===== config.mk =====
export PLATFORM = sky130hd
export DESIGN_NAME = program_counter
export DESIGN_NICKNAME = d
export VERILOG_FILES = /design/src/hdl/cpu_pkg.sv /design/src/hdl/program_counter.sv
export SDC_FILE = /design/constraint.sdc
export NUM_CORES = 1
export LEC_CHECK = 0
export BUFFER_PORTS_ARGS = -buffer_cell sky130_fd_sc_hd__buf_2
export CAP_MARGIN = 10
export CORE_ASPECT_RATIO = 1.75
export CORE_MARGIN = 1.5
export CORE_UTILIZATION = 36
export CTS_BUF_LIST = sky130_fd_sc_hd__clkbuf_2
export CTS_CLUSTER_DIAMETER = 60
export DETAILED_ROUTE_END_ITERATION = 10
export GPL_ROUTABILITY_DRIVEN = 0
export GPL_TIMING_DRIVEN = 0
export SLEW_MARGIN = 20
export SYNTH_ARGS = -nofsm -noshare
export SYNTH_HDL_FRONTEND = slang
export SYNTH_SLANG_ARGS = --single-unit

===== constraint.sdc =====
create_clock -name clk -period 1.8 [get_ports clk]
set_input_delay 0.45 -clock clk [delete_from_list [all_inputs] [get_ports clk]]
set_output_delay 0.45 -clock clk [all_outputs]
set_load 0.02 [all_outputs]

===== src/hdl/cpu_pkg.sv =====
// ----------------------------
// Shared types and encodings for the byte CPU
// Field positions follow the six-ROM instruction layout
// ----------------------------
`default_nettype none

package cpu_pkg;

    typedef logic [7:0]  byte_t;    // Data byte on buses, regs, RAM
    typedef logic [15:0] addr_t;    // PC and data address bus
    typedef logic [47:0] instr_t;   // ROM6..ROM1 concatenated
    typedef logic [4:0]  alu_op_t;
    typedef logic [2:0]  dev_t;     // A or B source
    typedef logic [3:0]  tdev_t;    // Target device
    typedef logic [3:0]  cond_t;
    typedef logic [7:0]  flags_t;   // Bit 0 carry up to bit 7 ne

    typedef enum logic [1:0] {
        ST_IDLE,
        ST_RUN,
        ST_HALTED
    } run_state_t;

    // ----------------------------
    // Instruction field positions
    // ----------------------------
    localparam int IMMED_LSB  = 0;   // ROM1
    localparam int DADDR_LSB  = 8;   // ROM2 lo byte, ROM3 hi byte
    localparam int AMODE_BIT  = 24;  // High selects direct address
    localparam int INVERT_BIT = 27;  // Positive logic
    localparam int SETF_N_BIT = 28;  // Active low
    localparam int COND_LSB   = 29;  // Straddles ROM4 and ROM5
    localparam int BDEV_LSB   = 33;
    localparam int ADEV_LSB   = 36;
    localparam int TDEV_LSB   = 39;  // Straddles ROM5 and ROM6
    localparam int ALUOP_LSB  = 43;

    // Flag bit positions
    localparam int FLAG_C  = 0;
    localparam int FLAG_Z  = 1;
    localparam int FLAG_O  = 2;
    localparam int FLAG_N  = 3;
    localparam int FLAG_GT = 4;
    localparam int FLAG_LT = 5;
    localparam int FLAG_EQ = 6;
    localparam int FLAG_NE = 7;

    // ----------------------------
    // ALU operations
    // ----------------------------
    localparam alu_op_t ALU_ZERO   = 5'd0;
    localparam alu_op_t ALU_PASS_A = 5'd1;
    localparam alu_op_t ALU_PASS_B = 5'd2;
    localparam alu_op_t ALU_ADD    = 5'd3;
    localparam alu_op_t ALU_SUB_AB = 5'd4;   // A - B
    localparam alu_op_t ALU_SUB_BA = 5'd5;   // B - A
    localparam alu_op_t ALU_AND    = 5'd6;
    localparam alu_op_t ALU_OR     = 5'd7;
    localparam alu_op_t ALU_XOR    = 5'd8;
    localparam alu_op_t ALU_INC_A  = 5'd9;
    localparam alu_op_t ALU_DEC_A  = 5'd10;

    // A bus sources, 5 to 7 read as zero
    localparam dev_t ADEV_REGA  = 3'd0;
    localparam dev_t ADEV_REGB  = 3'd1;
    localparam dev_t ADEV_MARLO = 3'd2;
    localparam dev_t ADEV_MARHI = 3'd3;
    localparam dev_t ADEV_IN    = 3'd4;

    // B bus sources, 6 and 7 read as zero
    localparam dev_t BDEV_REGA  = 3'd0;
    localparam dev_t BDEV_REGB  = 3'd1;
    localparam dev_t BDEV_MARLO = 3'd2;
    localparam dev_t BDEV_MARHI = 3'd3;
    localparam dev_t BDEV_IMMED = 3'd4;
    localparam dev_t BDEV_RAM   = 3'd5;

    // Targets, 9 to 15 write nothing
    localparam tdev_t TDEV_REGA    = 4'd0;
    localparam tdev_t TDEV_REGB    = 4'd1;
    localparam tdev_t TDEV_MARLO   = 4'd2;
    localparam tdev_t TDEV_MARHI   = 4'd3;
    localparam tdev_t TDEV_OUT     = 4'd4;
    localparam tdev_t TDEV_RAM     = 4'd5;
    localparam tdev_t TDEV_HALT    = 4'd6;
    localparam tdev_t TDEV_PCHITMP = 4'd7;
    localparam tdev_t TDEV_PC      = 4'd8;

    // ----------------------------
    // Condition select, 11 to 15 always true
    // ----------------------------
    localparam cond_t COND_ALWAYS = 4'd0;
    localparam cond_t COND_CARRY  = 4'd1;
    localparam cond_t COND_ZERO   = 4'd2;
    localparam cond_t COND_OVF    = 4'd3;
    localparam cond_t COND_NEG    = 4'd4;
    localparam cond_t COND_GT     = 4'd5;
    localparam cond_t COND_LT     = 4'd6;
    localparam cond_t COND_EQ     = 4'd7;
    localparam cond_t COND_NE     = 4'd8;
    localparam cond_t COND_DI     = 4'd9;   // Input byte waiting
    localparam cond_t COND_DO     = 4'd10;  // Output can accept

endpackage

`default_nettype wire


===== src/hdl/program_counter.sv =====
// ----------------------------
// 16-bit PC with two-step jump
// Jump target is pchitmp as high byte and the ALU result as low
// ----------------------------
`default_nettype none

module program_counter (
    input  logic           clk,
    input  logic           arst_n,
    input  logic           run_en,
    input  logic           pchitmp_sel_n,
    input  logic           pc_sel_n,
    input  cpu_pkg::byte_t value,
    output cpu_pkg::addr_t pc
);
    import cpu_pkg::*;

    byte_t pchitmp;   // Staged high byte

    always_ff @(posedge clk or negedge arst_n) begin
        if (!arst_n) begin
            pchitmp <= '0;
            pc      <= '0;
        end else if (run_en) begin
            if (!pchitmp_sel_n) pchitmp <= value;
            if (!pc_sel_n) begin
                pc <= {pchitmp, value};    // Jump
            end else begin
                pc <= pc + 16'd1;
            end
        end
    end

endmodule

`default_nettype wire


### Yosys cells after proc, flatten, opt, wreduce, memory -nomap -nowiden

Cells that the tools add are included.

* register bits: 24
* bits in latches: 0
* RAM bits: 0
* bits in read-only memories: 0
* bits of input ports: 13
* output and inout bits: 16
* memories: 0

* $add $sub $neg: 1
* multiply operators: 0
* div/mod/pow operators: 0
* magnitude comparators: 0
* equal/unequal tests: 0
* shift-type cells: 0
* mux-type cells: 1
* bitwise gates (word level): 1
* reduce and logical (&&, ||, !) cells: 1

Operators with widths (number)
* 16-bit by 1-bit adder with 16-bit output, second input constant: 1
* 16-bit two-way mux: 1
* 2-bit AND reduction: 1
* 1-bit inverter: 1

### Longest topological paths before layout

* depth in word-level cells: 2
* depth in mapped cells: 5
* mapped depth without buffers: 5

### Worst setup path before layout

Ideal clock, no wire load.

* kind: register to register
* start: register pc[0]
* end: register pc[14]
* data arrival time: 1604 ps
* path slack: 127 ps
* stages on the path, launching flop included: 6
* buffers on the path: 0
* period minus slack after synthesis: 1673 ps
* cells stage by stage: dfrtp_1 -> ha_1 -> and3_2 -> nand3_2 -> or4_1 -> nand3_1

* cells in the longest elaborated chain, start to end: 2

Ends and longest elaborated chain
* start, declared: RTL line program_counter.sv:14 `output cpu_pkg::addr_t pc`
* start signal, assigned: RTL line program_counter.sv:27 `pc <= {pchitmp, value};`
* start signal, assigned: RTL line program_counter.sv:29 `pc <= pc + 16'd1;`
* 16-bit by 1-bit adder with 16-bit output: RTL line program_counter.sv:29
* 16-bit two-way mux: RTL line program_counter.sv:26 `if (!pc_sel_n) begin`

Every way passes these cells.
A chain may end at the register's enable or synchronous reset.

### Worst setup path after layout

Same ends and word-level chain as after synthesis.

==> reports/summary.md <==
Yosys
• **sequential share of the synthesized area** 45.4%
• **xor and xnor fraction of the mapped netlist area** 0%
• **multiplexer fraction of the synthesized cell area** 9.74%
• **summed instance area of the synthesized netlist** 1320 µm²
• **post-synthesis cell count** 143
• **adder and majority gate portion of the synthesized area** 0.945%
• **number of distinct library cells after synthesis** 31
• **combinational family with the most area after synthesis** simple AND/OR/NAND/NOR gates
• **area share of and/or/nand/nor cells after synthesis** 20.0%
• **average cell area after synthesis** 9.26 µm²
• **number of register bits inferred by synthesis** 24
• **post-synth net total** 157
• **area fraction in compound gates after synthesis** 19.3%
• **Yosys warning count** 0

CTS
• **TritonCTS clock tree** yes
• **number of buffers created by CTS** 3
• **clk root buf** clkbuf_2
• **Post-CTS Resized** 0
• **CTS clock-pin slew for the worst setup and hold paths** 0.23 ns
• **H-tree level count** 1
• **clock insertion delay at the later pin of the skew report** 0.35 ns
• **CTS Sinks** 24
• **maximum clock insertion buffer count** 2
• **post-CTS setup repair buffer count** 0
• **hold-fix buffer count after cts** 0

Detailed routing
• **number of DRC markers in iteration 0** 84
• **remaining antenna violation count** 0
• **total length of routed wires** 3.64 mm
• **routed vias/inst** 5.86
• **detailed-route wire length per cell** 16.5 µm
• **DR vias** 1290
• **count of unresolved DRC violations after routing** 0
• **1st-pass router iterations** 4

Floorplan
• **x dimension of the die** 48.8 µm
• **die area** 4060 µm²
• **io pins** 29
• **Starting Density** 37.2%
• **row cnt** 29
• **die extent in y** 83.2 µm
• **Core ar.** 3560 µm²

Setup path
• **number of cells on the worst reg-to-reg path** 5
• **R2R Path End** pc[14]$_DFFE_PN0P_
• **Worst EP required** 2.11 ns
• **worst reg2reg setup slack** 0.09 ns
• **maximum fanout along the worst path** 7
• **data arrival time of the worst path** 2.02 ns
• **element type at the critical path start** register
• **crit path kind** register to register
• **startpoint of the most critical register-to-register path** pc[0]$_DFFE_PN0P_
• **endpoint type of the worst setup path** register

GRT
• **total congestion overflow** 0
• **initial antenna violation count** 0
• **total routing usage reported by global routing** 19.0%
• **wire length of the first global-routing pass** 6.02 mm
• **via count of the first global-routing pass** 1281
• **largest net degree at the start of global routing** 25

STA
• **final period utilization** 94.9%
• **Slew @ Worst Pin** 0.560 ns
• **max-slew headroom at the worst pin** 62.7%
• **Final Max Slew Viols** 0
• **clock tree skew after final layout** 0.00875 ns
• **final setup TNS** 0 ns
• **min setup slack post-route** 0.0919 ns
• **final setup fails** 0
• **Fmax achieved** 0.585 GHz
• **Final Hold Fails** 0
• **time the final worst path needs with I/O delays and setup** 1.71 ns
• **setup repair after global routing missed its margin** false

Min path
• **worst hold-check path type** input pin to asynchronous set/reset pin

Final layout
• **fraction of final layout cells with drive strength greater than 1** 25.9%
• **final standard cell count with taps included and fillers excluded** 220
• **Design Area, Final** 1540 µm²
• **layout overhead on the synthesized area** 16.1%
• **final-stage net count** 190
• **antenna diode count** 0

Place
• **number of buffers inserted by port buffering** 28
• **dpl cell area** 1520 µm²
• **half-perimeter wire length of the detailed placement result** 2.66 mm
• **# placed instances** 217
• **worst setup slack after placement** 0.139 ns

Status
• **result of the run** finished clean

Pwr
• **pwr dens** 938 nW/µm²
• **Peak supply drop** 0.455 mV
• **Static Leakage** 0.653 nW
• **post-layout total power** 1.44 mW

Run
• **Max Cap Violations** 0

==> power by group <==
group          internal (mW)  switching, mW  total [mW]
Combinational          0.190          0.287       0.477
Sequential             0.630          0.121       0.751
Clock                 0.0453          0.168       0.213
Total                  0.865          0.576        1.44
==> worst max-delay path, cell delays in order (launching register included) <==
cell     delay (ns)
dfrtp_1        0.51
ha_1           0.23
and3_2         0.26
nand3_2        0.09
or4_1          0.50
nand3_1        0.09
==> how the worst max path moves through the flow <==
stage / depth (start not counted) / slack (ns) / end / startpoint
2_1_floorplan: 5 / 0.13 / pc[14]$_DFFE_PN0P_ / pc[0]$_DFFE_PN0P_
3_3_place_gp: 5 / 0.15 / pc[14]$_DFFE_PN0P_ / pc[0]$_DFFE_PN0P_
3_5_place_dp: 6 / 0.14 / pc[11]$_DFFE_PN0P_ / pc_sel_n
4_1_cts: 5 / 0.08 / pc[14]$_DFFE_PN0P_ / pc[0]$_DFFE_PN0P_
5_1_grt: 5 / 0.005 / pc[14]$_DFFE_PN0P_ / pc[0]$_DFFE_PN0P_
6_report: 5 / 0.09 / pc[14]$_DFFE_PN0P_ / pc[0]$_DFFE_PN0P_
==> layout by cell type (no fill, tap or decap), types with 2 or more instances in the layout <==
master	synthesis	routed
inv_1	4	4
buf_4	2	2
o32ai_1	3	3
and3_1	2	2
a21oi_1	21	21
clkbuf_1	3	3
nand2b_1	4	4
nor2_1	6	6
o21ai_0	10	10
dfrtp_1	24	24
o22ai_1	5	5
nand4_1	8	8
nand3_1	12	12
buf_2	1	29
a2bb2oi_1	3	3
mux2_2	7	7
mux2i_1	5	5
nand2_1	10	10
clkbuf_2	0	3
==> cell families (layout without fill, tap and decap cells) <==
family,after synthesis,in the layout
compound gates,44,44
fa+ha+maj,1,1
buf+inv,12,43
flops,24,24
mux,12,12
simple gates,50,50
==> routing by layer <==
metal | vias up | wire length (µm) | global-route usage, %
li1 | 600 | - | -
met1 | 623 | 1430 | 22.3
met2 | 55 | 1890 | 31.1
met3 | 12 | 185 | 3.60
met4 | 0 | 135 | 12.2
met5 | - | 0 | 0
==> registers in the layout, indices dropped and copies added, names as in the netlist <==
signal,count
pc,16
pchitmp,8
==> per-stage QoR <==
stage	hold WS, ns	utilization, %
final	0.0431	43.2
after global routing	0.0547	43.2
after CTS	0.0669	43.2
after detailed placement	0.476	42.8
after global placement	0.460	42.8
after floorplan	0.154	-
==> cells in the mapped netlist <==
| library cell | instances | area, µm² |
|---|---|---|
| buf_6 | 1 | 11.3 |
| nand4_1 | 8 | 50.1 |
| buf_2 | 1 | 5.00 |
| buf_4 | 2 | 15.0 |
| clkbuf_1 | 3 | 11.3 |
| nor2_1 | 6 | 22.5 |
| inv_1 | 4 | 15.0 |
| nand2b_1 | 4 | 25.0 |
| and4_1 | 1 | 8.76 |
| buf_1 | 1 | 3.75 |
| a2bb2oi_1 | 3 | 26.3 |
| o22ai_1 | 5 | 31.3 |
| o32ai_1 | 3 | 26.3 |
| nand3_2 | 1 | 10.0 |
| mux2_2 | 7 | 78.8 |
| and2_1 | 1 | 6.26 |
| mux2i_1 | 5 | 50.1 |
| o211ai_1 | 1 | 7.51 |
| or4_1 | 1 | 7.51 |
| and3_2 | 1 | 7.51 |
| nor3_1 | 1 | 5.00 |
| nand2_1 | 10 | 37.5 |
| ha_1 | 1 | 12.5 |
| o21ai_0 | 10 | 50.1 |
| nand3_1 | 12 | 60.1 |
| o41ai_1 | 1 | 8.76 |
| dfrtp_1 | 24 | 601 |
| nor4_1 | 1 | 6.26 |
| and3_1 | 2 | 12.5 |
| a21oi_1 | 21 | 105 |
| nor2_2 | 1 | 6.26 |
==> layout make-up <==
class                      count  area (µm²)
multi-input combinational    107         662
fill                         383        2020
tap                           46        57.6
inverter                       4        15.0
timing repair buffer          28         140
buffer                         8        46.3
clock buffer                   3        15.0
sequential                    24         601
Power figures use the tool's default switching activity.
