<file path="src/hdl/cpu_pkg.sv">
// ----------------------------
// Shared types and encodings for the byte CPU
// Field positions follow the six-ROM instruction layout
// ----------------------------
`default_nettype none

package cpu_pkg;

    typedef logic [7:0]  byte_t;    // Data byte on buses, regs, RAM
    typedef logic [15:0] addr_t;    // PC and data address bus
    typedef logic [47:0] instr_t;   // ROM6..ROM1 concatenated
    typedef logic [4:0]  alu_op_t;
    typedef logic [2:0]  dev_t;     // A or B source
    typedef logic [3:0]  tdev_t;    // Target device
    typedef logic [3:0]  cond_t;
    typedef logic [7:0]  flags_t;   // Bit 0 carry up to bit 7 ne

    typedef enum logic [1:0] {
        ST_IDLE,
        ST_RUN,
        ST_HALTED
    } run_state_t;

    // ----------------------------
    // Instruction field positions
    // ----------------------------
    localparam int IMMED_LSB  = 0;   // ROM1
    localparam int DADDR_LSB  = 8;   // ROM2 lo byte, ROM3 hi byte
    localparam int AMODE_BIT  = 24;  // High selects direct address
    localparam int INVERT_BIT = 27;  // Positive logic
    localparam int SETF_N_BIT = 28;  // Active low
    localparam int COND_LSB   = 29;  // Straddles ROM4 and ROM5
    localparam int BDEV_LSB   = 33;
    localparam int ADEV_LSB   = 36;
    localparam int TDEV_LSB   = 39;  // Straddles ROM5 and ROM6
    localparam int ALUOP_LSB  = 43;

    // Flag bit positions
    localparam int FLAG_C  = 0;
    localparam int FLAG_Z  = 1;
    localparam int FLAG_O  = 2;
    localparam int FLAG_N  = 3;
    localparam int FLAG_GT = 4;
    localparam int FLAG_LT = 5;
    localparam int FLAG_EQ = 6;
    localparam int FLAG_NE = 7;

    // ----------------------------
    // ALU operations
    // ----------------------------
    localparam alu_op_t ALU_ZERO   = 5'd0;
    localparam alu_op_t ALU_PASS_A = 5'd1;
    localparam alu_op_t ALU_PASS_B = 5'd2;
    localparam alu_op_t ALU_ADD    = 5'd3;
    localparam alu_op_t ALU_SUB_AB = 5'd4;   // A - B
    localparam alu_op_t ALU_SUB_BA = 5'd5;   // B - A
    localparam alu_op_t ALU_AND    = 5'd6;
    localparam alu_op_t ALU_OR     = 5'd7;
    localparam alu_op_t ALU_XOR    = 5'd8;
    localparam alu_op_t ALU_INC_A  = 5'd9;
    localparam alu_op_t ALU_DEC_A  = 5'd10;

    // A bus sources, 5 to 7 read as zero
    localparam dev_t ADEV_REGA  = 3'd0;
    localparam dev_t ADEV_REGB  = 3'd1;
    localparam dev_t ADEV_MARLO = 3'd2;
    localparam dev_t ADEV_MARHI = 3'd3;
    localparam dev_t ADEV_IN    = 3'd4;

    // B bus sources, 6 and 7 read as zero
    localparam dev_t BDEV_REGA  = 3'd0;
    localparam dev_t BDEV_REGB  = 3'd1;
    localparam dev_t BDEV_MARLO = 3'd2;
    localparam dev_t BDEV_MARHI = 3'd3;
    localparam dev_t BDEV_IMMED = 3'd4;
    localparam dev_t BDEV_RAM   = 3'd5;

    // Targets, 9 to 15 write nothing
    localparam tdev_t TDEV_REGA    = 4'd0;
    localparam tdev_t TDEV_REGB    = 4'd1;
    localparam tdev_t TDEV_MARLO   = 4'd2;
    localparam tdev_t TDEV_MARHI   = 4'd3;
    localparam tdev_t TDEV_OUT     = 4'd4;
    localparam tdev_t TDEV_RAM     = 4'd5;
    localparam tdev_t TDEV_HALT    = 4'd6;
    localparam tdev_t TDEV_PCHITMP = 4'd7;
    localparam tdev_t TDEV_PC      = 4'd8;

    // ----------------------------
    // Condition select, 11 to 15 always true
    // ----------------------------
    localparam cond_t COND_ALWAYS = 4'd0;
    localparam cond_t COND_CARRY  = 4'd1;
    localparam cond_t COND_ZERO   = 4'd2;
    localparam cond_t COND_OVF    = 4'd3;
    localparam cond_t COND_NEG    = 4'd4;
    localparam cond_t COND_GT     = 4'd5;
    localparam cond_t COND_LT     = 4'd6;
    localparam cond_t COND_EQ     = 4'd7;
    localparam cond_t COND_NE     = 4'd8;
    localparam cond_t COND_DI     = 4'd9;   // Input byte waiting
    localparam cond_t COND_DO     = 4'd10;  // Output can accept

endpackage

`default_nettype wire

</file>
<file path="src/hdl/datapath.sv">
// ----------------------------
// Registers, flags, data RAM and byte ports
// Nothing is written unless run_en is high
// ----------------------------
`default_nettype none

module datapath #(
    parameter int RAM_AWIDTH = 8
) (
    input  logic             clk,
    input  logic             arst_n,
    input  logic             run_en,
    input  logic [7:0]       adev_sel_n,
    input  logic [7:0]       bdev_sel_n,
    input  logic [15:0]      tdev_sel_n,     // Already gated by exec
    input  cpu_pkg::byte_t   immed,
    input  cpu_pkg::addr_t   direct_addr,
    input  logic             addrmode_reg_n,
    input  logic             set_flags_n,
    input  cpu_pkg::byte_t   alu_result,
    input  cpu_pkg::flags_t  alu_flags,
    output cpu_pkg::byte_t   a_bus,
    output cpu_pkg::byte_t   b_bus,
    output cpu_pkg::flags_t  flags,
    input  cpu_pkg::byte_t   in_data,
    output logic             in_ack,
    output cpu_pkg::byte_t   out_data,
    output logic             out_valid
);
    import cpu_pkg::*;

    byte_t rega;
    byte_t regb;
    byte_t marlo;
    byte_t marhi;
    byte_t ram [2**RAM_AWIDTH];
    addr_t data_addr;

    // Direct when the mode bit is high, else through the MAR
    assign data_addr = addrmode_reg_n ? direct_addr : {marhi, marlo};

    // ----------------------------
    // Bus source muxes
    // ----------------------------
    always_comb begin
        a_bus = '0;                                           // Unused selects read zero
        if (!adev_sel_n[ADEV_REGA])  a_bus = rega;
        if (!adev_sel_n[ADEV_REGB])  a_bus = regb;
        if (!adev_sel_n[ADEV_MARLO]) a_bus = marlo;
        if (!adev_sel_n[ADEV_MARHI]) a_bus = marhi;
        if (!adev_sel_n[ADEV_IN])    a_bus = in_data;
    end

    always_comb begin
        b_bus = '0;
        if (!bdev_sel_n[BDEV_REGA])  b_bus = rega;
        if (!bdev_sel_n[BDEV_REGB])  b_bus = regb;
        if (!bdev_sel_n[BDEV_MARLO]) b_bus = marlo;
        if (!bdev_sel_n[BDEV_MARHI]) b_bus = marhi;
        if (!bdev_sel_n[BDEV_IMMED]) b_bus = immed;
        if (!bdev_sel_n[BDEV_RAM])   b_bus = ram[data_addr[RAM_AWIDTH-1:0]];
    end

    // Some target is selected exactly when the instruction executes
    assign in_ack = run_en & ~adev_sel_n[ADEV_IN] & ~&tdev_sel_n;

    // ----------------------------
    // Register and flag writes
    // ----------------------------
    always_ff @(posedge clk or negedge arst_n) begin
        if (!arst_n) begin
            rega      <= '0;
            regb      <= '0;
            marlo     <= '0;
            marhi     <= '0;
            flags     <= '0;
            out_valid <= 1'b0;
        end else begin
            out_valid <= 1'b0;                                // Single cycle strobe
            if (run_en) begin
                if (!tdev_sel_n[TDEV_REGA])  rega  <= alu_result;
                if (!tdev_sel_n[TDEV_REGB])  regb  <= alu_result;
                if (!tdev_sel_n[TDEV_MARLO]) marlo <= alu_result;
                if (!tdev_sel_n[TDEV_MARHI]) marhi <= alu_result;
                if (!tdev_sel_n[TDEV_OUT])   out_valid <= 1'b1;
                if (!set_flags_n)            flags <= alu_flags;
            end
        end
    end

    // RAM and output byte
    always_ff @(posedge clk) begin
        if (run_en && !tdev_sel_n[TDEV_OUT]) begin
            out_data <= alu_result;                           // Held until next write
        end
        if (run_en && !tdev_sel_n[TDEV_RAM]) begin
            ram[data_addr[RAM_AWIDTH-1:0]] <= alu_result;
        end
    end

endmodule

`default_nettype wire

</file>
<file path="config.mk">
export PLATFORM = sky130hd
export DESIGN_NAME = datapath
export DESIGN_NICKNAME = d
export VERILOG_FILES = /design/src/hdl/cpu_pkg.sv /design/src/hdl/datapath.sv
export SDC_FILE = /design/constraint.sdc
export NUM_CORES = 2
export LEC_CHECK = 0
export BUFFER_PORTS_ARGS = -buffer_cell sky130_fd_sc_hd__buf_2
export CORE_UTILIZATION = 55
export CTS_CLUSTER_DIAMETER = 80
export DETAILED_ROUTE_END_ITERATION = 10
export PLACE_DENSITY = 0.7
export SLEW_MARGIN = 40
export SYNTH_ARGS = -nofsm -noshare
export SYNTH_HDL_FRONTEND = slang
export SYNTH_SLANG_ARGS = --single-unit
export TNS_END_PERCENT = 20
</file>
<file path="constraint.sdc">
create_clock -name clk -period 8.7 [get_ports clk]
set_input_delay 1.74 -clock clk [delete_from_list [all_inputs] [get_ports clk]]
set_output_delay 1.74 -clock clk [all_outputs]
set_load 0.005 [all_outputs]
</file>
Word level (Yosys, flattened, before mapping):

Memory sizes are Yosys's and may differ from the RTL's.
Cells that the tools add are included.

* flip-flop bits (word level): 49
* bits in writable memories: 2048
* input port bits: 85
* output and inout port bits: 34
* logic and storage cells: 43
* memories: 1

Memories
* ram: words 256, width 8, read ports 1, clocked after memory_dff 0, wr ports 1, RTL line datapath.sv:36 `byte_t ram [2**RAM_AWIDTH];`

* mux-type cells: 16
* bitwise operators: 8
* reductions and logical operators: 11

Operator list (count)
* 8-bit two-way mux: 12
* 16-bit AND reduction: 1
* 2-bit AND reduction: 5
* 1-bit NOT: 6
* 1-bit two-way mux: 4
* 1-bit zero test: 3
* 1-bit AND: 2
* 1-bit logical AND: 2

Logic depth before layout (Yosys ltp):

* depth in word-level cells: 6
* mapped depth: 13

Worst setup path before layout:

No wires, ideal clock.

* kind: input to output
* start point: input addrmode_reg_n
* end point: output b_bus[6]
* arrival: 3.672 ns
* path slack: 3.288 ns
* stages on the path: 10
* buffers on the path: 3
* cell sequence: mux2_1 -> buf_2 -> buf_6 -> buf_2 -> mux4_2 -> a22oi_1 -> nand2_1 -> o31ai_1 -> and4_1 -> o21ai_1

* longest elaborated chain between the ends: 3

RTL lines
* start, declared: RTL line datapath.sv:18 `input logic addrmode_reg_n,`
* 8-bit two-way mux: RTL line datapath.sv:40 `assign data_addr = addrmode_reg_n ? direct_addr : {marhi, marlo};`
* memory read 256 x 8 bit
* 8-bit two-way mux: RTL line datapath.sv:61 `if (!bdev_sel_n[BDEV_RAM]) b_bus = ram[data_addr[RAM_AWIDTH-1:0]];`
* end, declared: RTL line datapath.sv:23 `output cpu_pkg::byte_t b_bus,`

Every way passes these cells.

Final worst setup path:

* start point: input addrmode_reg_n
* end point: output b_bus[5]

Same word-level chain as after synthesis.

==> results.sh <==
export IMPL_required_ns=6.96
export IMPL_port_buffers=105
export IMPL_synthTopCellsByArea="edfxtp_1 76%, mux4_2 7.1%, nand2_1 4.0%"
export IMPL_coreArea_sq_um=148000
export IMPL_synth_top_cell_area_share_pct=75.6
export IMPL_leakage_uw=0.0293
export IMPL_ys_seq_area_share_pct=76.8
export IMPL_slew_viol_final=0
export IMPL_status="finished, final reports clean"
export IMPL_grt_ovfl_total=0
export IMPL_power_density_nw_per_um2=237
export IMPL_worstRegToRegCells=7
export IMPL_vdd_drop_max_v=0.000180
export IMPL_wl_per_cell_microns=28.0
export IMPL_total_power_uw=21600
export IMPL_synthDistinctLibCells=37
export IMPL_drv_cap=0
export IMPL_syn_num_nets=4946
export IMPL_syn_cell_area_sq_um=81700
export IMPL_worst_setup_path_end_kind="primary output"
export IMPL_ys_ff_latch=2097
export IMPL_synth_avg_cell_area_sq_um=16.8
export IMPL_synthToLayoutAreaGrowth_pct=11.8
export IMPL_synthesis_yosys_warnings=0
export IMPL_yosys_top_cells_count="2056 x edfxtp_1, 879 x nand2_1, 301 x nor2_1"
export IMPL_gp_congestion=0.899
export IMPL_die_y_microns=387
export IMPL_die_w_microns=387
export IMPL_numCtsBuffers=198
export IMPL_worstMarginPinSlew_ns=0.900
export IMPL_final_setup_tns_ns=0
export IMPL_r2r_setup_slack_ns=4.73
export IMPL_grt_pass1_wl_microns=288000
export IMPL_worstHoldPathCells=1
export IMPL_cp_start_kind="primary input"
export IMPL_path_max_fanout=35
export IMPL_wirelength_microns=198000
export IMPL_hold_path_class="reg2reg"
export IMPL_final_nets=5054
export IMPL_dp_hpwl_microns=115000
export IMPL_slew_headroom_pct=38.3
export IMPL_synth_cells=4861
export IMPL_ctsHoldBuffers=0
export IMPL_place_inst=6695
export IMPL_clock_sinks=2097
export IMPL_insertion_delay_ns=0.83
export IMPL_antenna_left=0
export IMPL_worst_setup_path_type="in2out"
export IMPL_drive_gt1_share_pct=16.7
export IMPL_fin_skew_ns=0.0328
export IMPL_antenna_found_initial=12
export IMPL_initial_core_util_pct=55.3
export IMPL_final_hold_viol_count=0
export IMPL_grt_pass1_vias=43700
export IMPL_synthFlopType="edfxtp_1"
export IMPL_grt_max_degree=190
export IMPL_min_delay_start="flags[4]"
export IMPL_fin_hold_ws_ns=0.504
export IMPL_fillers=10300
export IMPL_finalSetupViolCount=0
export IMPL_root_buffer="clkbuf_16"
export IMPL_grtUsageTotal_pct=26.2
export IMPL_fmax_ghz=0.124
export IMPL_die_area_sq_um=150000
export IMPL_ios=119
export IMPL_yosys_area_top_type="edfxtp_1"
export IMPL_drt_iter0_drc=5791
export IMPL_fin_crit_sh_pct=92.7
export IMPL_cts_setup_buffers=0
export IMPL_async_flop_share_pct=1.96
export IMPL_instances_no_fill=7075
export IMPL_cts_tree="built"
export IMPL_clkTransAtPathRegs_ns=0.06
export IMPL_yosysMostFrequentCell="edfxtp_1"
export IMPL_period_needed_ns=8.06
export IMPL_firstDrtPassIters=6
export IMPL_hold_end="flags[4]"
export IMPL_arrival_ns=6.32
export IMPL_rsz0062_at_grt="no"
export IMPL_fin_ws_ns=0.639
export IMPL_vias_per_cell=6.36
export IMPL_num_vias=45000
export IMPL_htree_levels=4
export IMPL_cts_buffer_depth=3
export IMPL_drc=0
export IMPL_synth_edf_count=2056
export IMPL_rr_endpoint="ram[84][1]"
export IMPL_cts_repair_resized=0
export IMPL_place_ws_ns=0.674
export IMPL_r2r_start="marlo[0]"
export IMPL_rows=141
cell families after synthesis:
| kind of cell | count (synthesis) | synth area share, % |
|---|---|---|
| DFF | 2097 | 76.8 |
| and+or+nand+nor | 1652 | 8.68 |
| muxes | 445 | 9.44 |
| AOI/OAI and AO/OA | 355 | 3.36 |
| buffers and inverters | 312 | 1.70 |
report_power, final:
group          leakage (uW)  switching, uW  internal [uW]  total [uW]
logic               0.00723           1320            655        1970
registers            0.0190           37.0          11100       11200
clock network       0.00312           3660           4830        8490
total                0.0293           5010          16600       21600
metal layers:
metal  vias to the layer above  share of wire, %  track usage (%)
met3                       345                10             5.01
met5                         -                 0                0
met1                     23100                40             38.3
met2                      2332                47             40.1
met4                         0               3.1             8.52
li1                      19300                 -                -
sequential cells by signal, summed over array words and instances (netlist names):
name       cells
out_valid      1
marhi          8
rega           8
out_data       8
flags          8
ram         2048
marlo          8
regb           8
worst max-delay path, stage by stage:
cell and delay, ns:
buf_2 0.61, mux2_8 0.51, buf_16 0.32, buf_16 0.30, buf_4 0.33, mux4_2 0.54
a22oi_1 0.27, nand2_1 0.13, o31ai_1 0.65, and4_1 0.62, o21ai_1 0.09, buf_2 0.14
final cells by class:
type	instances	area (sq um)	area share, %
clock buffer	246	5320	5.83
inverter	3	11.3	0.0123
multi-input combinational	2452	17800	19.5
tap	1930	2410	2.64
timing repair buffer	217	1930	2.11
sequential	2097	62800	68.7
antenna	8	20.0	0.0219
clock inverter	122	1050	1.15
worst max path at each step:
stage | startpoint | slack, ns | to
finish | addrmode_reg_n | 0.64 | b_bus[5]
global route | addrmode_reg_n | 0.50 | b_bus[5]
CTS | addrmode_reg_n | 0.69 | b_bus[5]
detailed placement | addrmode_reg_n | 0.67 | b_bus[5]
global placement | addrmode_reg_n | 0.69 | b_bus[5]
floorplan | addrmode_reg_n | 3.29 | b_bus[6]
stage by stage:
| step | util (%) | cell area (sq um) |
|---|---|---|
| 2_1_floorplan | - | 81700 |
| 5_1_grt | 61.9 | 91300 |
| 3_3_place_gp | 57.3 | 84600 |
| 4_1_cts | 61.7 | 91100 |
| 6_report | 61.9 | 91400 |
| 3_5_place_dp | 57.4 | 84800 |
cells in the final DEF (no fill, tap or decap), drive strengths merged, types with 15 or more instances in the layout:
cell type	n
a32oi	129
a22oi	129
dfrtp	41
clkinv	95
nor2b	17
edfxtp	2056
bufinv	17
nand3	257
nor2	301
nand4	164
a21oi	22
clkbuf	246
buf	217
nand2b	15
o31ai	32
mux2i	148
mux4	256
mux2	41
nand2	879
Note: power is estimated with default switching activity, not from simulation.
