### src/hdl/cpu_pkg.sv
// ----------------------------
// Shared types and encodings for the byte CPU
// Field positions follow the six-ROM instruction layout
// ----------------------------
`default_nettype none

package cpu_pkg;

    typedef logic [7:0]  byte_t;    // Data byte on buses, regs, RAM
    typedef logic [15:0] addr_t;    // PC and data address bus
    typedef logic [47:0] instr_t;   // ROM6..ROM1 concatenated
    typedef logic [4:0]  alu_op_t;
    typedef logic [2:0]  dev_t;     // A or B source
    typedef logic [3:0]  tdev_t;    // Target device
    typedef logic [3:0]  cond_t;
    typedef logic [7:0]  flags_t;   // Bit 0 carry up to bit 7 ne

    typedef enum logic [1:0] {
        ST_IDLE,
        ST_RUN,
        ST_HALTED
    } run_state_t;

    // ----------------------------
    // Instruction field positions
    // ----------------------------
    localparam int IMMED_LSB  = 0;   // ROM1
    localparam int DADDR_LSB  = 8;   // ROM2 lo byte, ROM3 hi byte
    localparam int AMODE_BIT  = 24;  // High selects direct address
    localparam int INVERT_BIT = 27;  // Positive logic
    localparam int SETF_N_BIT = 28;  // Active low
    localparam int COND_LSB   = 29;  // Straddles ROM4 and ROM5
    localparam int BDEV_LSB   = 33;
    localparam int ADEV_LSB   = 36;
    localparam int TDEV_LSB   = 39;  // Straddles ROM5 and ROM6
    localparam int ALUOP_LSB  = 43;

    // Flag bit positions
    localparam int FLAG_C  = 0;
    localparam int FLAG_Z  = 1;
    localparam int FLAG_O  = 2;
    localparam int FLAG_N  = 3;
    localparam int FLAG_GT = 4;
    localparam int FLAG_LT = 5;
    localparam int FLAG_EQ = 6;
    localparam int FLAG_NE = 7;

    // ----------------------------
    // ALU operations
    // ----------------------------
    localparam alu_op_t ALU_ZERO   = 5'd0;
    localparam alu_op_t ALU_PASS_A = 5'd1;
    localparam alu_op_t ALU_PASS_B = 5'd2;
    localparam alu_op_t ALU_ADD    = 5'd3;
    localparam alu_op_t ALU_SUB_AB = 5'd4;   // A - B
    localparam alu_op_t ALU_SUB_BA = 5'd5;   // B - A
    localparam alu_op_t ALU_AND    = 5'd6;
    localparam alu_op_t ALU_OR     = 5'd7;
    localparam alu_op_t ALU_XOR    = 5'd8;
    localparam alu_op_t ALU_INC_A  = 5'd9;
    localparam alu_op_t ALU_DEC_A  = 5'd10;

    // A bus sources, 5 to 7 read as zero
    localparam dev_t ADEV_REGA  = 3'd0;
    localparam dev_t ADEV_REGB  = 3'd1;
    localparam dev_t ADEV_MARLO = 3'd2;
    localparam dev_t ADEV_MARHI = 3'd3;
    localparam dev_t ADEV_IN    = 3'd4;

    // B bus sources, 6 and 7 read as zero
    localparam dev_t BDEV_REGA  = 3'd0;
    localparam dev_t BDEV_REGB  = 3'd1;
    localparam dev_t BDEV_MARLO = 3'd2;
    localparam dev_t BDEV_MARHI = 3'd3;
    localparam dev_t BDEV_IMMED = 3'd4;
    localparam dev_t BDEV_RAM   = 3'd5;

    // Targets, 9 to 15 write nothing
    localparam tdev_t TDEV_REGA    = 4'd0;
    localparam tdev_t TDEV_REGB    = 4'd1;
    localparam tdev_t TDEV_MARLO   = 4'd2;
    localparam tdev_t TDEV_MARHI   = 4'd3;
    localparam tdev_t TDEV_OUT     = 4'd4;
    localparam tdev_t TDEV_RAM     = 4'd5;
    localparam tdev_t TDEV_HALT    = 4'd6;
    localparam tdev_t TDEV_PCHITMP = 4'd7;
    localparam tdev_t TDEV_PC      = 4'd8;

    // ----------------------------
    // Condition select, 11 to 15 always true
    // ----------------------------
    localparam cond_t COND_ALWAYS = 4'd0;
    localparam cond_t COND_CARRY  = 4'd1;
    localparam cond_t COND_ZERO   = 4'd2;
    localparam cond_t COND_OVF    = 4'd3;
    localparam cond_t COND_NEG    = 4'd4;
    localparam cond_t COND_GT     = 4'd5;
    localparam cond_t COND_LT     = 4'd6;
    localparam cond_t COND_EQ     = 4'd7;
    localparam cond_t COND_NE     = 4'd8;
    localparam cond_t COND_DI     = 4'd9;   // Input byte waiting
    localparam cond_t COND_DO     = 4'd10;  // Output can accept

endpackage

`default_nettype wire

### src/hdl/alu.sv
// ----------------------------
// Byte ALU, purely combinational
// Inc and dec set carry as add or subtract of one
// ----------------------------
`default_nettype none

module alu (
    input  cpu_pkg::byte_t   a,
    input  cpu_pkg::byte_t   b,
    input  cpu_pkg::alu_op_t op,
    output cpu_pkg::byte_t   result,
    output cpu_pkg::flags_t  flags
);
    import cpu_pkg::*;

    logic [8:0] wide;   // Bit 8 is carry out or borrow
    logic       ovf;

    always_comb begin
        wide = 9'd0;
        ovf  = 1'b0;
        case (op)
            ALU_PASS_A: wide = {1'b0, a};
            ALU_PASS_B: wide = {1'b0, b};
            ALU_ADD: begin
                wide = {1'b0, a} + {1'b0, b};
                ovf  = (a[7] == b[7]) && (wide[7] != a[7]);
            end
            ALU_SUB_AB: begin
                wide = {1'b0, a} - {1'b0, b};
                ovf  = (a[7] != b[7]) && (wide[7] != a[7]);
            end
            ALU_SUB_BA: begin
                wide = {1'b0, b} - {1'b0, a};
                ovf  = (a[7] != b[7]) && (wide[7] != b[7]);
            end
            ALU_AND:    wide = {1'b0, a & b};
            ALU_OR:     wide = {1'b0, a | b};
            ALU_XOR:    wide = {1'b0, a ^ b};
            ALU_INC_A: begin
                wide = {1'b0, a} + 9'd1;
                ovf  = (a == 8'h7f);           // Max positive wraps
            end
            ALU_DEC_A: begin
                wide = {1'b0, a} - 9'd1;
                ovf  = (a == 8'h80);           // Min negative wraps
            end
            default:    wide = 9'd0;           // ALU_ZERO and unused codes
        endcase
    end

    assign result = wide[7:0];

    // Flag assembly
    always_comb begin
        flags          = '0;
        flags[FLAG_C]  = wide[8];              // Zero for logic ops
        flags[FLAG_Z]  = (wide[7:0] == 8'd0);
        flags[FLAG_O]  = ovf;
        flags[FLAG_N]  = wide[7];
        flags[FLAG_GT] = (a > b);              // Unsigned compares of A with B
        flags[FLAG_LT] = (a < b);
        flags[FLAG_EQ] = (a == b);
        flags[FLAG_NE] = (a != b);
    end

endmodule

`default_nettype wire

### config.mk
export PLATFORM = sky130hd
export DESIGN_NAME = alu
export DESIGN_NICKNAME = d
export VERILOG_FILES = /design/src/hdl/cpu_pkg.sv /design/src/hdl/alu.sv
export SDC_FILE = /design/constraint.sdc
export NUM_CORES = 1
export LEC_CHECK = 0
export ABC_AREA = 1
export CORE_AREA = 5 5 74 109
export DETAILED_ROUTE_END_ITERATION = 10
export DIE_AREA = 0 0 79 114
export DONT_BUFFER_PORTS = 1
export PLACE_DENSITY = 0.5
export SLEW_MARGIN = 20
export SYNTH_ARGS = -nofsm -noshare
export SYNTH_HDL_FRONTEND = slang
export SYNTH_SLANG_ARGS = --single-unit
### constraint.sdc
create_clock -name vclk -period 2.35
set_clock_uncertainty 0.05 [all_clocks]
set_input_delay 0.1175 -clock vclk [all_inputs]
set_output_delay 0.1175 -clock vclk [all_outputs]
set_load 0.01 [all_outputs]
# Word level (Yosys, flattened, before mapping)
# Index checks and enable logic that the tools add are counted.
[totals]
ff_bits = 0
out_inout_bits = 16
wordCells = 35
[op_classes]
add_sub_neg = 5
order_cmp = 2
n_eq_ne = 19
muxes = 2
bitwise_logic = 3
n_reduce_logical = 4
[ops]
columns = ["op", "n"]
rows = [
  ["$pmux W9 S10", 1],
  ["$eq A5 B3 Y1 const B", 4],
  ["$sub A8 B8 Y9", 2],
  ["$eq A5 B4 Y1 const B", 3],
  ["$eq A5 B2 Y1 const B", 2],
  ["$add A8 B1 Y9 const B", 1],
  ["$add A8 B8 Y9", 1],
  ["$sub A8 B1 Y9 const B", 1],
  ["$and A8 B8 Y8", 1],
  ["$eq A8 B7 Y1 const B", 1],
  ["$eq A8 B8 Y1", 1],
  ["$eq A8 B8 Y1 const B", 1],
  ["$gt A8 B8 Y1", 1],
  ["$logic_not A8 Y1", 1],
  ["$lt A8 B8 Y1", 1],
  ["$ne A8 B8 Y1", 1],
  ["$or A8 B8 Y8", 1],
  ["$xor A8 B8 Y8", 1],
  ["$eq A5 B1 Y1 const B", 1],
  ["$pmux W1 S5", 1],
  ["$ne A1 B1 Y1", 4],
  ["$logic_and A1 B1 Y1", 3],
  ["$eq A1 B1 Y1", 1],
]

# Logic depth before layout (Yosys ltp)
# Gate-level depths: netlist of run 1.
[logic_depth]
ltp_word = 4
depth_mapped = 17
depth_no_buf = 17

# Worst setup path after synthesis of run 1
# Ideal clock, no wire load.
[synth_path]
kind = "in2out"
startpoint = "in op[4]"
endpoint = "out flags[1]"
arrival_ns = 2.164
path_slack_ns = 0.018
cell_stages = 16
path_cell_list = "inv_1 -> nand3_1 -> nor2_1 -> inv_1 -> fa_1 -> inv_1 -> nand2_1 -> nand2_1 -> nand3_1 -> nand2_1 -> nand2_1 -> nand3_1 -> nand2_1 -> nor3_1 -> nand2_1 -> nor2_1"
[synth_via]
elab_chain_len = 3
elab_cells_between_ends = 12
classes_between = "eq/ne (10); mux (1); reduce/logical (1)"
[synth_rtl]
columns = ["element", "line_no", "text"]
rows = [
  ["start, declared", "alu.sv:10", "input cpu_pkg::alu_op_t op,"],
  ["$eq A5 B4 Y1 (tied with other cells)", "alu.sv:22", "case (op)"],
  ["$pmux W9 S10 (*)", "alu.sv:22", ""],
  ["$logic_not A8 Y1 (*)", "alu.sv:58", "flags[FLAG_Z] = (wide[7:0] == 8'd0);"],
  ["end, declared", "alu.sv:12", "output cpu_pkg::flags_t flags"],
]
# Mark *: on every way between the ends. The rest lies on a longest branch, timed or not.

# Worst setup path after layout of run 1
# Ends and elaborated chain as after synthesis.

==> results of run 1 <==
[power by group through the flow]
stage,logic (mW),registers (mW),clock network [mW]
3_5_place_dp,0.438,0,0
6_report,0.455,0,0
4_1_cts,0.441,0,0
2_1_floorplan,0.326,0,0
3_3_place_gp,0.438,0,0
5_1_grt,0.517,0,0
[layout make-up]
class / count / area share
repair buffers: 15 / 0.0452
multi-input cells: 372 / 0.802
inverters: 78 / 0.114
well taps: 80 / 0.0389
[path summary, 6_finish.rpt]
path,slack [ps],endpoint,start
worst min-delay path,420,flags[2],a[0]
worst max-delay path,120,flags[1],op[4]
[cell usage after synthesis (2+ instances only)]
| cell type | count |
|---|---|
| o21bai_1 | 2 |
| o21ai_0 | 8 |
| or2_2 | 3 |
| nand2_1 | 152 |
| nor2_2 | 5 |
| inv_2 | 6 |
| ha_1 | 39 |
| a21oi_1 | 15 |
| buf_2 | 3 |
| nand3b_1 | 3 |
| buf_4 | 3 |
| nor2_1 | 55 |
| nand3_1 | 62 |
| nand2_2 | 2 |
| xor2_1 | 2 |
| o22ai_1 | 3 |
| fa_1 | 4 |
| nor4_1 | 2 |
| nand4_1 | 6 |
| inv_1 | 72 |
[logic make-up (layout without fill, tap and decap cells)]
logic type               after synthesis  count (layout)  share of synthesized area
AND/OR/NAND/NOR                      294             294                      0.532
adder cells (fa/ha/maj)               43              43                      0.241
buffers and inverters                 85              93                      0.141
AO/OA/AOI/OAI                         32              32                     0.0753
XOR/XNOR                               3               3                     0.0111
[per-layer routing]
| layer | global-route usage | vias up | share of wire |
|---|---|---|---|
| li1 | - | 1451 | - |
| met1 | 0.214 | 1325 | 0.38 |
| met2 | 0.364 | 83 | 0.53 |
| met3 | 0.0245 | 18 | 0.054 |
| met4 | 0.0700 | 0 | 0.035 |
| met5 | 0 | - | 0 |
[through the flow]
| step | setup TNS (ps) | cells | setup WS (ps) | hold slack [ps] |
|---|---|---|---|---|
| 2_1_floorplan | 0 | 457 | 18.4 | 411 |
| 3_3_place_gp | 0 | 545 | 75.0 | 431 |
| 3_5_place_dp | 0 | 545 | 31.0 | 427 |
| 4_1_cts | 0 | 545 | 27.5 | 427 |
| 5_1_grt | -12.7 | 545 | -12.7 | 454 |
| 6_report | 0 | 545 | 125 | 424 |
==> metrics.yaml, run 1 <==
outcome:
  status: "finished, final reports clean"
grt:
  grt_overflow: 0
  grt_max_degree: 12
  grt_pass1_wl_um: 13800
  track_usage: 0.192
  first_global_vias: 2847
  antenna_found_initial: 0
worst_setup_path:
  path_buf_inv: 2
  worstPathRequired_ps: 2180
  worstPathArrival_ps: 2060
  cpMaxStageDelayCell: "or2_2"
  path_max_fanout: 6
  cp.depth: 15
  worstSetupPathType: "input pin to output pin"
  path_delay_family: "simple AND/OR/NAND/NOR gates"
  cp_common_cell: "nand2_1"
  end_kind: "output pin"
  worst_path_largest_cell_delay_ps: 330
  cp_cell_sequence: "inv_1, nand3_2, nor2_4, buf_6, ha_1, or2_2, nand2_1, nand2_1, nand3_1, nand2_1, nor2_2, nand2_2, nor2_1, nand3_1, nor2_4"
  critPathLaunchType: "input pin"
timing:
  period_share: 0.947
  slew_headroom: 0.574
  finalCriticalPeriod_ps: 2230
  setup_viol: 0
  max_freq_mhz: 449
  final_max_slew_viol_count: 0
  tightest_slew_ps: 637
  hold_viol_final: 0
finish:
  clkbuf_count: 0
  drive_gt1_frac: 0.0882
  diodes: 0
  final_common_cell: "nand2_1"
  nets: 531
  final_cell_mix: "151 x nand2_1, 72 x inv_1, 61 x nand3_1"
  final-seq-area_um2: 0
  n_fill_cell: 835
  syn_to_final_growth_pct: 8.96
  multi_input_area_mm2: 0.00206
  design_area_mm2: 0.00257
  nFlopsAndLatches: 0
  final_util: 0.363
yosys:
  avgSynthCellArea_um2: 5.17
  yosysUniqueCellTypes: 30
  synth_largest_area_cell: "nand2_1"
  seq_area_frac_synth: 0
  ys_top_cells_by_area: "nand2_1 24%, ha_1 21%, nand3_1 13%"
  synth_top_area_frac: 0.242
  yosysWarnings: 0
  syn_nets: 521
  syn_inst: 457
  synth.cell_area_mm2: 0.00236
drt:
  drt_first_pass_iters: 5
  vias: 2877
  routed_via_density: 5.28
  drt_iter0_drc: 219
  detail-route-antenna-nets: 0
  wl_per_cell_um: 15.7
  drt-total-wl_um: 8580
  drcViolationCount: 0
hold_path:
  min-delay-path-class: "input pin to output pin"
  hold_path_depth: 3
clocking:
  post_cts_resized: 0
  cts_hold_buf: 0
  post_cts_buffers: 0
flow_run:
  cap_violations: 0
floorplanning:
  initial_core_util: 0.333
  die_x_um: 79
  rows: 38
  die_h_um: 114
  core_area_mm2: 0.00708
  die_area_mm2: 0.00901
  ios: 37
pwr:
  total_power_mw: 0.455
  p_int_mw: 0.155
  p_sw_mw: 0.300
  clkPwrFrac: 0
  combinationalPowerShare: 1.000
  leakagePower_nw: 1.54
  p_per_area_mw_per_mm2: 177
  ir_drop_mv: 0.0640
  swShare: 0.660
  p_seq_frac: 0
placed_design:
  routabilityCongestion: 0.930
  hpwl_um: 7330
  placed_cell_area_mm2: 0.00253
  port_buffers: 0
(Power assumes the default switching activity.)
==> run 2: changes to the inputs <==
PLACE_DENSITY = 0.49   (was 0.5)
clock period = 2.3 ns   (was 2.35 ns; I/O delays follow)
==> run 2 against run 1 <==
Compared with the run above: final area is 1.6% higher; sequential share of layout area is the same; wire length is 1.6% higher; die area stayed put; via count rose by 0.42%; first-iteration DRC count decreased by 37%; count of clock-buffer cells in the layout is the same; final cell count increased by 0.73%; flip-flop and latch count stayed put.
==> metrics.yaml, run 2 (synthesis results as in run 1) <==
floorplanning:
  die_h_um: 114  # unchanged
  die_x_um: 79  # unchanged
  ios: 37  # unchanged
  rows: 38  # unchanged
  initial_core_util: 0.333  # unchanged
  core_area_mm2: 0.00708  # unchanged
  die_area_mm2: 0.00901  # unchanged
placed_design:
  port_buffers: 0  # unchanged
  hpwl_um: 7340  # was 7330 µm
  routabilityCongestion: 0.867  # was 0.930
pwr:
  clkPwrFrac: 0  # about the same
  p_sw_mw: 0.308  # was 0.300 mW
  p_seq_frac: 0  # about the same
  p_per_area_mw_per_mm2: 182  # was 177 mW/mm²
  p_int_mw: 0.166  # was 0.155 mW
  swShare: 0.650  # was 0.660
  leakagePower_nw: 1.56  # was 1.54 nW
  ir_drop_mv: 0.0624  # was 0.0640 mV
  combinationalPowerShare: 1.000  # about the same
clocking:
  cts_hold_buf: 0  # unchanged
timing:
  period_share: 0.937
  hold_viol_final: 0  # unchanged
  setup_viol: 0  # unchanged
  rsz0062_at_grt: "no"
  tns_ps: 0  # unchanged
  slew_headroom: 0.571  # was 0.574
  final_max_slew_viol_count: 0  # unchanged
  tightest_slew_ps: 641  # was 637 ps
  finalCriticalPeriod_ps: 2150
  max_freq_mhz: 464
  fin_hold_ws_ps: 431  # was 424 ps
grt:
  grt_max_degree: 12  # unchanged
  track_usage: 0.188  # was 0.192
  first_global_vias: 2691  # was 2847
  antenna_found_initial: 0  # unchanged
  grt_overflow: 0  # unchanged
  grt_pass1_wl_um: 13300  # was 13800 µm
drt:
  wl_per_cell_um: 15.9  # was 15.7 µm
  drt-total-wl_um: 8710  # was 8580 µm
  drt_iter0_drc: 139  # was 219
  vias: 2889  # was 2877
  drt_first_pass_iters: 5  # unchanged
  drcViolationCount: 0  # unchanged
  detail-route-antenna-nets: 0  # unchanged
  routed_via_density: 5.26  # was 5.28
finish:
  final-seq-area_um2: 0  # unchanged
  clkbuf_count: 0  # unchanged
  drive_gt1_frac: 0.102  # was 0.0882
  final_common_cell: "nand2_1"  # unchanged
  nFlopsAndLatches: 0  # unchanged
  n_fill_cell: 798  # was 835
  syn_to_final_growth_pct: 10.7  # was 8.96%
  final_cell_mix: "151 x nand2_1, 72 x inv_1, 60 x nand3_1"  # was 151 x nand2_1, 72 x inv_1, 61 x nand3_1
  diodes: 0  # unchanged
  nets: 535  # was 531
worst_setup_path:
  worstPathArrival_ps: 1990  # was 2060 ps
  worstSetupPathType: "input pin to output pin"  # unchanged
  path_buf_inv: 2  # unchanged
  cpMaxStageDelayCell: "ha_2"  # was or2_2
  path_max_fanout: 6  # unchanged
  end_kind: "output pin"  # unchanged
  path_delay_family: "simple AND/OR/NAND/NOR gates"  # unchanged
  worst_path_largest_cell_delay_ps: 300  # was 330 ps
  worstPathRequired_ps: 2130  # was 2180 ps
  cp_cell_sequence: "inv_1, nand3_2, nor2_4, buf_6, ha_2, xor2_1, nor2_1, nor2_1, nand2_1, nor2_2, nand2_1, nor2_2, nand3_2, nor2_4"  # was inv_1, nand3_2, nor2_4, buf_6, ha_1, or2_2, nand2_1, nand2_1, nand3_1, nand2_1, nor2_2, nand2_2, nor2_1, nand3_1, nor2_4
  critPathLaunchType: "input pin"  # unchanged
hold_path:
  min-delay-path-class: "input pin to output pin"  # unchanged
outcome:
  status: "finished, final reports clean"  # unchanged
flow_run:
  cap_violations: 0  # unchanged
[run 2: cell count changes in the layout (fill, tap and decap cells not counted), sizes merged]
cell and delta:
buf +4
[run 2: per-layer routing]
layer,GRT usage,vias up,share of wire
met5,0,-,0
met1,0.204,1275,0.38
met3,0.0245,31,0.058
met4,0.0849,0,0.059
met2,0.353,119,0.50
li1,-,1464,-
[run 2: final timing paths]
kind | startpoint | end | slack (ps) | cells after the start
max | op[4] | flags[1] | 150 | 14
min | a[7] | flags[5] | 430 | 2
[run 2: per-stage QoR]
| step | util | worst slack (ps) | power [mW] | instance area [µm²] | std cells |
|---|---|---|---|---|---|
| after global routing | 0.369 | 18.5 | 0.535 | 2610 | 549 |
| after CTS | 0.362 | 9.88 | 0.460 | 2560 | 548 |
| after floorplan | - | 99.1 | 0.334 | 2360 | 457 |
| after detailed placement | 0.361 | -63.5 | 0.455 | 2560 | 548 |
| after global placement | 0.361 | -72.4 | 0.456 | 2560 | 548 |
| final | 0.369 | 145 | 0.474 | 2610 | 549 |
[run 2: final cells by class]
type | instances | area (µm²) | share of cell area
multi-input cells | 372 | 2070 | 0.794
inverters | 78 | 293 | 0.112
repair buffers | 19 | 146 | 0.0560
well taps | 80 | 100 | 0.0383
[run 2: power groups by stage]
stage / clock network [mW] / registers, mW / logic, mW
3_5_place_dp: 0 / 0 / 0.455
4_1_cts: 0 / 0 / 0.460
6_report: 0 / 0 / 0.474
3_3_place_gp: 0 / 0 / 0.456
2_1_floorplan: 0 / 0 / 0.334
5_1_grt: 0 / 0 / 0.535
[run 2: timing repair]
action,CTS,global route
resized for setup,2,11
endpoints found under the setup margin,1,3
pin swaps,0,3
cloned,0,0
buffers inserted,0,1
